===== src/rtl/neuro_pkg.sv =====
package neuro_pkg;

    ////////////////////////////////////////////////////////////
    // bus widths and response codes
    ////////////////////////////////////////////////////////////
    localparam int AXI_ADDR_W = 8;
    localparam int AXI_DATA_W = 32;

    typedef logic [1:0] axi_resp_t;

    localparam axi_resp_t RESP_OKAY   = 2'b00;
    localparam axi_resp_t RESP_SLVERR = 2'b10;

    ////////////////////////////////////////////////////////////
    // register map, byte offsets
    ////////////////////////////////////////////////////////////
    // host writable
    localparam logic [AXI_ADDR_W-1:0] ADDR_CTRL     = 8'h00;
    localparam logic [AXI_ADDR_W-1:0] ADDR_HALF_CNT = 8'h04;
    localparam logic [AXI_ADDR_W-1:0] ADDR_GAIN     = 8'h08;
    localparam logic [AXI_ADDR_W-1:0] ADDR_THRESH   = 8'h0C;
    localparam logic [AXI_ADDR_W-1:0] ADDR_DRIVE    = 8'h10;
    // model results, read only
    localparam logic [AXI_ADDR_W-1:0] ADDR_MN_CNT   = 8'h20;
    localparam logic [AXI_ADDR_W-1:0] ADDR_LL_CNT   = 8'h24;
    localparam logic [AXI_ADDR_W-1:0] ADDR_COMB_CNT = 8'h28;
    localparam logic [AXI_ADDR_W-1:0] ADDR_EMG      = 8'h2C;

    ////////////////////////////////////////////////////////////
    // model types
    ////////////////////////////////////////////////////////////
    typedef logic        [15:0] drive_t;
    typedef logic signed [15:0] gain_t;
    typedef logic signed [31:0] membrane_t;
    typedef logic        [15:0] half_cnt_t;
    typedef logic        [31:0] spike_cnt_t;
    typedef logic        [31:0] emg_t;

    // parameter register reset values
    localparam logic      RST_RUN      = 1'b0;
    localparam half_cnt_t RST_HALF_CNT = 16'd4;
    localparam gain_t     RST_GAIN     = 16'sd0;
    localparam membrane_t RST_THRESH   = 32'sd256;
    localparam drive_t    RST_DRIVE    = 16'd0;

endpackage


===== src/rtl/neuro_emu_top.sv =====
`timescale 1ns/100ps

module neuro_emu_top #(
    parameter int EMG_SHIFT = 3
) (
    input  logic                                i_ep50trig,
    input  logic                                i_reset_global,
    // axi4-lite slave
    input  logic [neuro_pkg::AXI_ADDR_W-1:0]    i_awaddr,
    input  logic                                i_awvalid,
    output logic                                o_awready,
    input  logic [neuro_pkg::AXI_DATA_W-1:0]    i_wdata,
    input  logic [neuro_pkg::AXI_DATA_W/8-1:0]  i_wstrb,
    input  logic                                i_wvalid,
    output logic                                o_wready,
    output logic                                o_bvalid,
    output neuro_pkg::axi_resp_t                o_bresp,
    input  logic                                i_bready,
    input  logic [neuro_pkg::AXI_ADDR_W-1:0]    i_araddr,
    input  logic                                i_arvalid,
    output logic                                o_arready,
    output logic                                o_rvalid,
    output logic [neuro_pkg::AXI_DATA_W-1:0]    o_rdata,
    output neuro_pkg::axi_resp_t                o_rresp,
    input  logic                                i_rready,
    // cross-board spikes
    input  logic                                i_spike_in,
    output logic                                o_spike_out
);

    logic                  run;
    neuro_pkg::half_cnt_t  half_cnt;
    neuro_pkg::gain_t      gain;
    neuro_pkg::membrane_t  thresh;
    neuro_pkg::drive_t     drive;
    logic                  tick;
    logic                  mn_spike;
    neuro_pkg::spike_cnt_t mn_cnt;
    neuro_pkg::spike_cnt_t ll_cnt;
    neuro_pkg::spike_cnt_t comb_cnt;
    neuro_pkg::emg_t       emg;

    ////////////////////////////////////////////////////////////
    // decode, registers and bus
    ////////////////////////////////////////////////////////////
    neuro_reg_decode neuro_reg_decode_inst (
        .i_ep50trig     (i_ep50trig),
        .i_reset_global (i_reset_global),
        .i_awaddr       (i_awaddr),
        .i_awvalid      (i_awvalid),
        .o_awready      (o_awready),
        .i_wdata        (i_wdata),
        .i_wstrb        (i_wstrb),
        .i_wvalid       (i_wvalid),
        .o_wready       (o_wready),
        .o_bvalid       (o_bvalid),
        .o_bresp        (o_bresp),
        .i_bready       (i_bready),
        .i_araddr       (i_araddr),
        .i_arvalid      (i_arvalid),
        .o_arready      (o_arready),
        .o_rvalid       (o_rvalid),
        .o_rdata        (o_rdata),
        .o_rresp        (o_rresp),
        .i_rready       (i_rready),
        .o_run          (run),
        .o_half_cnt     (half_cnt),
        .o_gain         (gain),
        .o_thresh       (thresh),
        .o_drive        (drive),
        .i_mn_cnt       (mn_cnt),
        .i_ll_cnt       (ll_cnt),
        .i_comb_cnt     (comb_cnt),
        .i_emg          (emg)
    );

    // sim tick
    neuro_tick_gen neuro_tick_gen_inst (
        .i_ep50trig     (i_ep50trig),
        .i_reset_global (i_reset_global),
        .i_run          (run),
        .i_half_cnt     (half_cnt),
        .o_tick         (tick)
    );

    ////////////////////////////////////////////////////////////
    // execute and result
    ////////////////////////////////////////////////////////////
    neuro_mn_pool neuro_mn_pool_inst (
        .i_ep50trig     (i_ep50trig),
        .i_reset_global (i_reset_global),
        .i_run          (run),
        .i_drive        (drive),
        .i_gain         (gain),
        .i_thresh       (thresh),
        .o_spike        (mn_spike)
    );

    neuro_spike_emg #(
        .EMG_SHIFT (EMG_SHIFT)
    ) neuro_spike_emg_inst (
        .i_ep50trig     (i_ep50trig),
        .i_reset_global (i_reset_global),
        .i_run          (run),
        .i_tick         (tick),
        .i_mn_spike     (mn_spike),
        .i_ll_spike     (i_spike_in),
        .o_mn_cnt       (mn_cnt),
        .o_ll_cnt       (ll_cnt),
        .o_comb_cnt     (comb_cnt),
        .o_emg          (emg)
    );

    // motoneuron train to the next board
    assign o_spike_out = mn_spike;

endmodule


===== src/rtl/neuro_mn_pool.sv =====
`timescale 1ns/100ps

module neuro_mn_pool (
    input  logic                 i_ep50trig,
    input  logic                 i_reset_global,
    input  logic                 i_run,
    input  neuro_pkg::drive_t    i_drive,
    input  neuro_pkg::gain_t     i_gain,
    input  neuro_pkg::membrane_t i_thresh,
    output logic                 o_spike
);

    // headroom for membrane plus a full scale product
    localparam int ACC_W = 34;

    localparam logic signed [ACC_W-1:0] MEM_MAX = 34'sh0_7FFF_FFFF;

    neuro_pkg::membrane_t    mem_q;
    logic signed [32:0]      prod;
    logic signed [ACC_W-1:0] sum;
    logic signed [ACC_W-1:0] mem_next;
    logic                    fire;

    ////////////////////////////////////////////////////////////
    // integrate and fire
    ////////////////////////////////////////////////////////////
    // unsigned drive times signed gain
    assign prod = $signed({1'b0, i_drive}) * i_gain;

    always_comb
    begin
        sum  = ACC_W'(mem_q) + ACC_W'(prod);
        fire = (sum >= ACC_W'(i_thresh));
        // subtract on fire
        if (fire)
        begin
            mem_next = sum - ACC_W'(i_thresh);
        end
        else
        begin
            mem_next = sum;
        end
        // floor at 0
        if (mem_next < 0)
        begin
            mem_next = '0;
        end
        // large gains could run past 32 bits
        else if (mem_next > MEM_MAX)
        begin
            mem_next = MEM_MAX;
        end
    end

    always_ff @(posedge i_ep50trig)
    begin
        if (i_reset_global || !i_run)
        begin
            mem_q   <= '0;
            o_spike <= 1'b0;
        end
        else
        begin
            mem_q   <= mem_next[31:0];
            o_spike <= fire;
        end
    end

endmodule


===== src/rtl/neuro_reg_decode.sv =====
`timescale 1ns/100ps

module neuro_reg_decode (
    input  logic                                i_ep50trig,
    input  logic                                i_reset_global,
    // axi4-lite write channels
    input  logic [neuro_pkg::AXI_ADDR_W-1:0]    i_awaddr,
    input  logic                                i_awvalid,
    output logic                                o_awready,
    input  logic [neuro_pkg::AXI_DATA_W-1:0]    i_wdata,
    input  logic [neuro_pkg::AXI_DATA_W/8-1:0]  i_wstrb,
    input  logic                                i_wvalid,
    output logic                                o_wready,
    output logic                                o_bvalid,
    output neuro_pkg::axi_resp_t                o_bresp,
    input  logic                                i_bready,
    // axi4-lite read channels
    input  logic [neuro_pkg::AXI_ADDR_W-1:0]    i_araddr,
    input  logic                                i_arvalid,
    output logic                                o_arready,
    output logic                                o_rvalid,
    output logic [neuro_pkg::AXI_DATA_W-1:0]    o_rdata,
    output neuro_pkg::axi_resp_t                o_rresp,
    input  logic                                i_rready,
    // model parameters
    output logic                                o_run,
    output neuro_pkg::half_cnt_t                o_half_cnt,
    output neuro_pkg::gain_t                    o_gain,
    output neuro_pkg::membrane_t                o_thresh,
    output neuro_pkg::drive_t                   o_drive,
    // model results
    input  neuro_pkg::spike_cnt_t               i_mn_cnt,
    input  neuro_pkg::spike_cnt_t               i_ll_cnt,
    input  neuro_pkg::spike_cnt_t               i_comb_cnt,
    input  neuro_pkg::emg_t                     i_emg
);

    logic [neuro_pkg::AXI_DATA_W-1:0] wr_old;
    logic [neuro_pkg::AXI_DATA_W-1:0] wr_merged;
    logic                             wr_err;
    logic [neuro_pkg::AXI_DATA_W-1:0] rd_mux;
    logic                             rd_err;

    ////////////////////////////////////////////////////////////
    // write decode
    ////////////////////////////////////////////////////////////
    // current value of the addressed register, then byte merge
    always_comb
    begin
        wr_old = '0;
        wr_err = 1'b0;
        case (i_awaddr)
            neuro_pkg::ADDR_CTRL:     wr_old[0]    = o_run;
            neuro_pkg::ADDR_HALF_CNT: wr_old[15:0] = o_half_cnt;
            neuro_pkg::ADDR_GAIN:     wr_old[15:0] = o_gain;
            neuro_pkg::ADDR_THRESH:   wr_old       = o_thresh;
            neuro_pkg::ADDR_DRIVE:    wr_old[15:0] = o_drive;
            // result offsets and holes alike
            default:                  wr_err       = 1'b1;
        endcase
        for (int b = 0; b < neuro_pkg::AXI_DATA_W / 8; b++)
        begin
            wr_merged[8*b +: 8] = i_wstrb[b] ? i_wdata[8*b +: 8] : wr_old[8*b +: 8];
        end
    end

    // write fsm, accept both channels together, then respond
    always_ff @(posedge i_ep50trig)
    begin
        if (i_reset_global)
        begin
            o_awready  <= 1'b0;
            o_wready   <= 1'b0;
            o_bvalid   <= 1'b0;
            o_bresp    <= neuro_pkg::RESP_OKAY;
            o_run      <= neuro_pkg::RST_RUN;
            o_half_cnt <= neuro_pkg::RST_HALF_CNT;
            o_gain     <= neuro_pkg::RST_GAIN;
            o_thresh   <= neuro_pkg::RST_THRESH;
            o_drive    <= neuro_pkg::RST_DRIVE;
        end
        else
        begin
            // ready is a one cycle pulse
            o_awready <= 1'b0;
            o_wready  <= 1'b0;
            if (!o_awready && !o_bvalid && i_awvalid && i_wvalid)
            begin
                o_awready <= 1'b1;
                o_wready  <= 1'b1;
            end
            if (o_awready)
            begin
                o_bvalid <= 1'b1;
                o_bresp  <= wr_err ? neuro_pkg::RESP_SLVERR : neuro_pkg::RESP_OKAY;
                case (i_awaddr)
                    neuro_pkg::ADDR_CTRL:     o_run      <= wr_merged[0];
                    neuro_pkg::ADDR_HALF_CNT: o_half_cnt <= wr_merged[15:0];
                    neuro_pkg::ADDR_GAIN:     o_gain     <= wr_merged[15:0];
                    neuro_pkg::ADDR_THRESH:   o_thresh   <= wr_merged;
                    neuro_pkg::ADDR_DRIVE:    o_drive    <= wr_merged[15:0];
                    default:                  o_run      <= o_run;
                endcase
            end
            else if (o_bvalid && i_bready)
            begin
                o_bvalid <= 1'b0;
            end
        end
    end

    ////////////////////////////////////////////////////////////
    // read path
    ////////////////////////////////////////////////////////////
    always_comb
    begin
        rd_mux = '0;
        rd_err = 1'b0;
        case (i_araddr)
            neuro_pkg::ADDR_CTRL:     rd_mux[0]    = o_run;
            neuro_pkg::ADDR_HALF_CNT: rd_mux[15:0] = o_half_cnt;
            neuro_pkg::ADDR_GAIN:     rd_mux[15:0] = o_gain;
            neuro_pkg::ADDR_THRESH:   rd_mux       = o_thresh;
            neuro_pkg::ADDR_DRIVE:    rd_mux[15:0] = o_drive;
            neuro_pkg::ADDR_MN_CNT:   rd_mux       = i_mn_cnt;
            neuro_pkg::ADDR_LL_CNT:   rd_mux       = i_ll_cnt;
            neuro_pkg::ADDR_COMB_CNT: rd_mux       = i_comb_cnt;
            neuro_pkg::ADDR_EMG:      rd_mux       = i_emg;
            // unmapped, data stays 0
            default:                  rd_err       = 1'b1;
        endcase
    end

    // read fsm, one address at a time
    always_ff @(posedge i_ep50trig)
    begin
        if (i_reset_global)
        begin
            o_arready <= 1'b0;
            o_rvalid  <= 1'b0;
            o_rresp   <= neuro_pkg::RESP_OKAY;
        end
        else
        begin
            o_arready <= !o_arready && !o_rvalid && i_arvalid;
            if (o_arready)
            begin
                o_rvalid <= 1'b1;
                o_rresp  <= rd_err ? neuro_pkg::RESP_SLVERR : neuro_pkg::RESP_OKAY;
            end
            else if (o_rvalid && i_rready)
            begin
                o_rvalid <= 1'b0;
            end
        end
    end

    // data held here while the host stalls
    always_ff @(posedge i_ep50trig)
    begin
        if (o_arready)
        begin
            o_rdata <= rd_mux;
        end
    end

endmodule


===== src/rtl/neuro_spike_emg.sv =====
`timescale 1ns/100ps

module neuro_spike_emg #(
    parameter int EMG_SHIFT = 3
) (
    input  logic                  i_ep50trig,
    input  logic                  i_reset_global,
    input  logic                  i_run,
    input  logic                  i_tick,
    input  logic                  i_mn_spike,
    input  logic                  i_ll_spike,
    output neuro_pkg::spike_cnt_t o_mn_cnt,
    output neuro_pkg::spike_cnt_t o_ll_cnt,
    output neuro_pkg::spike_cnt_t o_comb_cnt,
    output neuro_pkg::emg_t       o_emg
);

    logic                  ll_meta_q;
    logic                  ll_sync_q;
    logic [2:0]            train;
    neuro_pkg::spike_cnt_t run_cnt [3];
    neuro_pkg::spike_cnt_t cap_cnt [3];
    neuro_pkg::spike_cnt_t comb_total;
    neuro_pkg::emg_t       emg_q;

    ////////////////////////////////////////////////////////////
    // long latency input sync
    ////////////////////////////////////////////////////////////
    // external pin, two flops
    always_ff @(posedge i_ep50trig)
    begin
        if (i_reset_global)
        begin
            ll_meta_q <= 1'b0;
            ll_sync_q <= 1'b0;
        end
        else
        begin
            ll_meta_q <= i_ll_spike;
            ll_sync_q <= ll_meta_q;
        end
    end

    // 0 mn, 1 ll, 2 combined
    // or, so coincident spikes count once
    assign train = {i_mn_spike | ll_sync_q, ll_sync_q, i_mn_spike};

    ////////////////////////////////////////////////////////////
    // window counters and emg
    ////////////////////////////////////////////////////////////
    // window total includes the tick cycle
    assign comb_total = run_cnt[2] + 32'(train[2]);

    always_ff @(posedge i_ep50trig)
    begin
        if (i_reset_global || !i_run)
        begin
            for (int k = 0; k < 3; k++)
            begin
                run_cnt[k] <= '0;
                cap_cnt[k] <= '0;
            end
            emg_q <= '0;
        end
        else
        begin
            for (int k = 0; k < 3; k++)
            begin
                if (i_tick)
                begin
                    // capture and restart
                    cap_cnt[k] <= run_cnt[k] + 32'(train[k]);
                    run_cnt[k] <= '0;
                end
                else
                begin
                    run_cnt[k] <= run_cnt[k] + 32'(train[k]);
                end
            end
            // leaky integrator on the combined count
            if (i_tick)
            begin
                emg_q <= emg_q - (emg_q >> EMG_SHIFT) + comb_total;
            end
        end
    end

    assign o_mn_cnt   = cap_cnt[0];
    assign o_ll_cnt   = cap_cnt[1];
    assign o_comb_cnt = cap_cnt[2];
    assign o_emg      = emg_q;

endmodule


===== src/rtl/neuro_tick_gen.sv =====
`timescale 1ns/100ps

module neuro_tick_gen (
    input  logic                 i_ep50trig,
    input  logic                 i_reset_global,
    input  logic                 i_run,
    input  neuro_pkg::half_cnt_t i_half_cnt,
    output logic                 o_tick
);

    neuro_pkg::half_cnt_t half_eff;
    logic [16:0]          last_cnt;
    logic [16:0]          cnt_q;

    // zero guard, period is 2 x half count
    assign half_eff = (i_half_cnt == '0) ? 16'd1 : i_half_cnt;
    assign last_cnt = {half_eff, 1'b0} - 17'd1;

    always_ff @(posedge i_ep50trig)
    begin
        if (i_reset_global || !i_run)
        begin
            cnt_q  <= '0;
            o_tick <= 1'b0;
        end
        // >= so a shorter period written mid-window still wraps
        else if (cnt_q >= last_cnt)
        begin
            cnt_q  <= '0;
            o_tick <= 1'b1;
        end
        else
        begin
            cnt_q  <= cnt_q + 17'd1;
            o_tick <= 1'b0;
        end
    end

endmodule


===== config.mk =====
export PLATFORM = sky130hd
export DESIGN_NAME = neuro_emu_top
export DESIGN_NICKNAME = d
export VERILOG_FILES = /design/src/rtl/neuro_pkg.sv /design/src/rtl/neuro_emu_top.sv /design/src/rtl/neuro_mn_pool.sv /design/src/rtl/neuro_reg_decode.sv /design/src/rtl/neuro_spike_emg.sv /design/src/rtl/neuro_tick_gen.sv
export SDC_FILE = /design/constraint.sdc
export NUM_CORES = 2
export LEC_CHECK = 0
export BUFFER_PORTS_ARGS = -buffer_cell sky130_fd_sc_hd__buf_2
export CORE_MARGIN = 4
export CORE_UTILIZATION = 65
export CTS_CLUSTER_DIAMETER = 40
export DETAILED_ROUTE_END_ITERATION = 10
export HOLD_SLACK_MARGIN = 0.03
export MAX_ROUTING_LAYER = met4
export PLACE_DENSITY = 0.87
export SKIP_LAST_GASP = 1
export SLEW_MARGIN = 20
export SYNTH_ARGS = -nofsm -noshare
export SYNTH_HDL_FRONTEND = slang
export SYNTH_HIERARCHICAL = 1
export SYNTH_SLANG_ARGS = --single-unit

===== constraint.sdc =====
create_clock -name i_ep50trig -period 10.95 [get_ports i_ep50trig]
set_clock_uncertainty 0.05 [all_clocks]
set_input_delay 1.095 -clock i_ep50trig [delete_from_list [all_inputs] [get_ports i_ep50trig]]
set_output_delay 1.095 -clock i_ep50trig [all_outputs]
set_load 0.01 [all_outputs]

==> impl_metrics.tcl <==
set metrics [dict create \
    clk_pin_slew_ns 0.06 \
    mostFrequentLayoutCells "inv_1, nor2_1, nand2_1, fa_1, edfxtp_1" \
    core-area_um2 51400 \
    ios 102 \
    yosys.cell_types.count 114 \
    grt-ovfl-total 0 \
    r2r_slack_ns 1.33 \
    min_from "neuro_reg_decode_inst/o_bvalid" \
    drc 0 \
    nets 4235 \
    fin_crit_ns 9.62 \
    peakVddDrop_uv 161 \
    clockBufferDepth 3 \
    async_flop_share 0 \
    grt_pass1_vias 27900 \
    hold_path.class "reg2reg" \
    numCtsBuffers 54 \
    wire_per_inst_um 21.8 \
    dieWidth_um 236 \
    cts_tree "done" \
    final_common_cell "inv_1" \
    yosysWarnings 6 \
    htree_num_levels 2 \
    crit_fanout 45 \
    synth.yosys.seq_area_share 0.301 \
    avgSynthCellArea_um2 9.38 \
    ys.flop_type "edfxtp_1" \
    final_util 0.717 \
    via_per_inst 6.30 \
    final_layout_size_suffix_gt1_frac 0.0914 \
    area.growth.synth_to_final_pct 9.22 \
    crit_required_ns 11.33 \
    worstSetupStartpointType "flip-flop" \
    grt_antenna_before_repair 5 \
    p_per_area_nw_per_um2 98.2 \
    finalHoldViolCount 0 \
    gp_congestion 1.00 \
    cts_hold_buffers 0 \
    row_count 83 \
    insertion_delay_ns 0.61 \
    cts_sinks 396 \
    rr_startpoint "neuro_reg_decode_inst/o_drive[0]" \
    status "finished clean" \
    post_cts_buffers 0 \
    dp_hpwl_um 71200 \
    grt_pass1_wl_um 151000 \
    slew_viol_final 0 \
    p_leak_nw 16.2 \
    ctsResizeCount 0 \
    syn-cell-area_um2 33700 \
    detail-route-antenna-nets 0 \
    start_util 0.656 \
    rsz0062_at_grt "false" \
    cts_root_buf "clkbuf_16" \
    num_vias 28000 \
    maxCapViolCount 0 \
    period_share 0.879 \
    endpoint_kind "flip-flop" \
    max_freq_mhz 104 \
    track_usage 0.349 \
    numPortBuffers 99 \
    synth_seq_cells 396 \
    die_y_um 236 \
    worstSetupPathType "reg2reg" \
    grt_max_degree 100 \
    setup-tns-final_ns 0 \
    cp-startpoint "neuro_reg_decode_inst/o_drive[0]" \
    cp_data_arrival_time_ns 10.00 \
    die-area_um2 55600 \
    synth_edf_count 224 \
    drtIter0Drc 3321 \
    synthesis.instances 3599 \
    tightest_slew_ns 1.14 \
    first_pass_iters 9 \
    setup_viol 0 \
    slew_headroom 0.237 \
    finalWirelength_um 96600 \
]
## registers in the layout, indices dropped and copies added (netlist names), 16 cells and up
signal,cells
neuro_reg_decode_inst/o_half_cnt,16
neuro_spike_emg_inst/o_emg,32
neuro_reg_decode_inst/o_thresh,32
neuro_reg_decode_inst/o_drive,16
neuro_spike_emg_inst/cap_cnt,96
neuro_reg_decode_inst/o_rdata,32
neuro_spike_emg_inst/run_cnt,96
neuro_reg_decode_inst/o_gain,16
neuro_mn_pool_inst/mem_q,32
neuro_tick_gen_inst/cnt_q,17
## Yosys cell counts, types with 24 or more instances
| library cell | count | share of area |
|---|---|---|
| nand2_1 | 265 | 0.029 |
| nor2b_1 | 27 | 0.0050 |
| buf_2 | 30 | 0.0044 |
| a21o_1 | 41 | 0.0091 |
| inv_1 | 480 | 0.053 |
| nand4_1 | 40 | 0.0074 |
| and3_1 | 42 | 0.0078 |
| xnor2_1 | 87 | 0.023 |
| o21ai_0 | 117 | 0.017 |
| a22o_1 | 49 | 0.013 |
| a21oi_1 | 134 | 0.020 |
| fa_1 | 257 | 0.15 |
| mux2i_1 | 38 | 0.011 |
| edfxtp_1 | 224 | 0.20 |
| nand3_1 | 115 | 0.017 |
| clkbuf_1 | 114 | 0.013 |
| a211oi_2 | 24 | 0.0089 |
| o211ai_1 | 25 | 0.0056 |
| xor2_1 | 98 | 0.025 |
| ha_1 | 212 | 0.079 |
| dfxtp_1 | 172 | 0.10 |
| nor2_1 | 351 | 0.039 |
| nor3_1 | 45 | 0.0067 |
| and2_1 | 144 | 0.027 |
| a211oi_1 | 33 | 0.0073 |
## kinds of logic (layout without fill, tap and decap cells)
group                    Yosys count  in the layout  share of synthesized area
buffers and inverters            653            710                     0.0761
other                              3            104                   0.000334
multiplexers                      72             72                     0.0276
AND/OR/NAND/NOR                 1175           1175                      0.177
flip-flops                       396            396                      0.301
adder cells (fa/ha/maj)          469            469                      0.231
XOR/XNOR                         186            186                     0.0487
AO/OA/AOI/OAI                    645            645                      0.138
## critical path: stages (launching register included)
cell	delay, ns
dfxtp_1	0.99
nand2b_1	0.28
fa_1	0.44
fa_1	0.55
inv_1	0.06
fa_1	0.50
fa_1	0.52
fa_1	0.56
inv_1	0.06
fa_1	0.53
inv_1	0.04
ha_1	0.39
a21oi_1	0.17
o21ai_0	0.17
a32o_1	0.28
a21o_2	0.23
o21ba_2	0.21
o21ai_0	0.13
or3b_2	0.49
ha_1	0.39
nand3_1	0.22
a2111o_1	0.50
o21ai_4	0.36
buf_4	0.46
nand2_1	0.17
o32ai_4	0.13
buf_4	0.41
a211oi_1	0.15
## stage by stage
stage	total power, mW	cells	hold slack (ns)	setup WS, ns	area [µm²]
CTS	3.62	4430	0.386	1.45	36800
floorplan	1.79	3695	0.364	2.88	34100
detailed placement	1.86	4328	0.377	1.44	35000
global route	3.71	4436	0.407	0.852	36900
finish	3.62	4437	0.389	1.33	36900
global placement	1.85	4328	0.373	1.61	35000
## worst paths after layout
check,end,cells past startpoint
setup reg to reg,neuro_mn_pool_inst/mem_q[10],27
hold / removal,neuro_reg_decode_inst/o_wready,1
setup / recovery,neuro_mn_pool_inst/mem_q[10],27
hold reg to reg,neuro_reg_decode_inst/o_wready,1
## cell type report
type / instances / area (µm²)
Sequential cell: 396 / 10200
Timing Repair Buffer: 125 / 699
Antenna cell: 5 / 12.5
Fill cell: 3658 / 14500
Clock inverter: 39 / 395
Clock buffer: 63 / 1450
Tap cell: 680 / 851
Inverter: 483 / 1810
Multi-Input combinational cell: 2646 / 21500
## per-layer routing
layer	wire length, µm	up-vias	global-route usage
li1	-	12500	-
met1	36700	13500	0.438
met2	45400	1580	0.555
met3	9140	411	0.0609
met4	5420	0	0.165
met5	0	-	-
## where the power goes
| part | switching, mW | total (mW) | internal (mW) | leakage, nW |
|---|---|---|---|---|
| sequential | 0.0196 | 1.60 | 1.58 | 3.88 |
| combinational | 0.159 | 0.240 | 0.0805 | 11.4 |
| clock | 0.731 | 1.78 | 1.05 | 0.903 |
(Power assumes the default switching activity.)
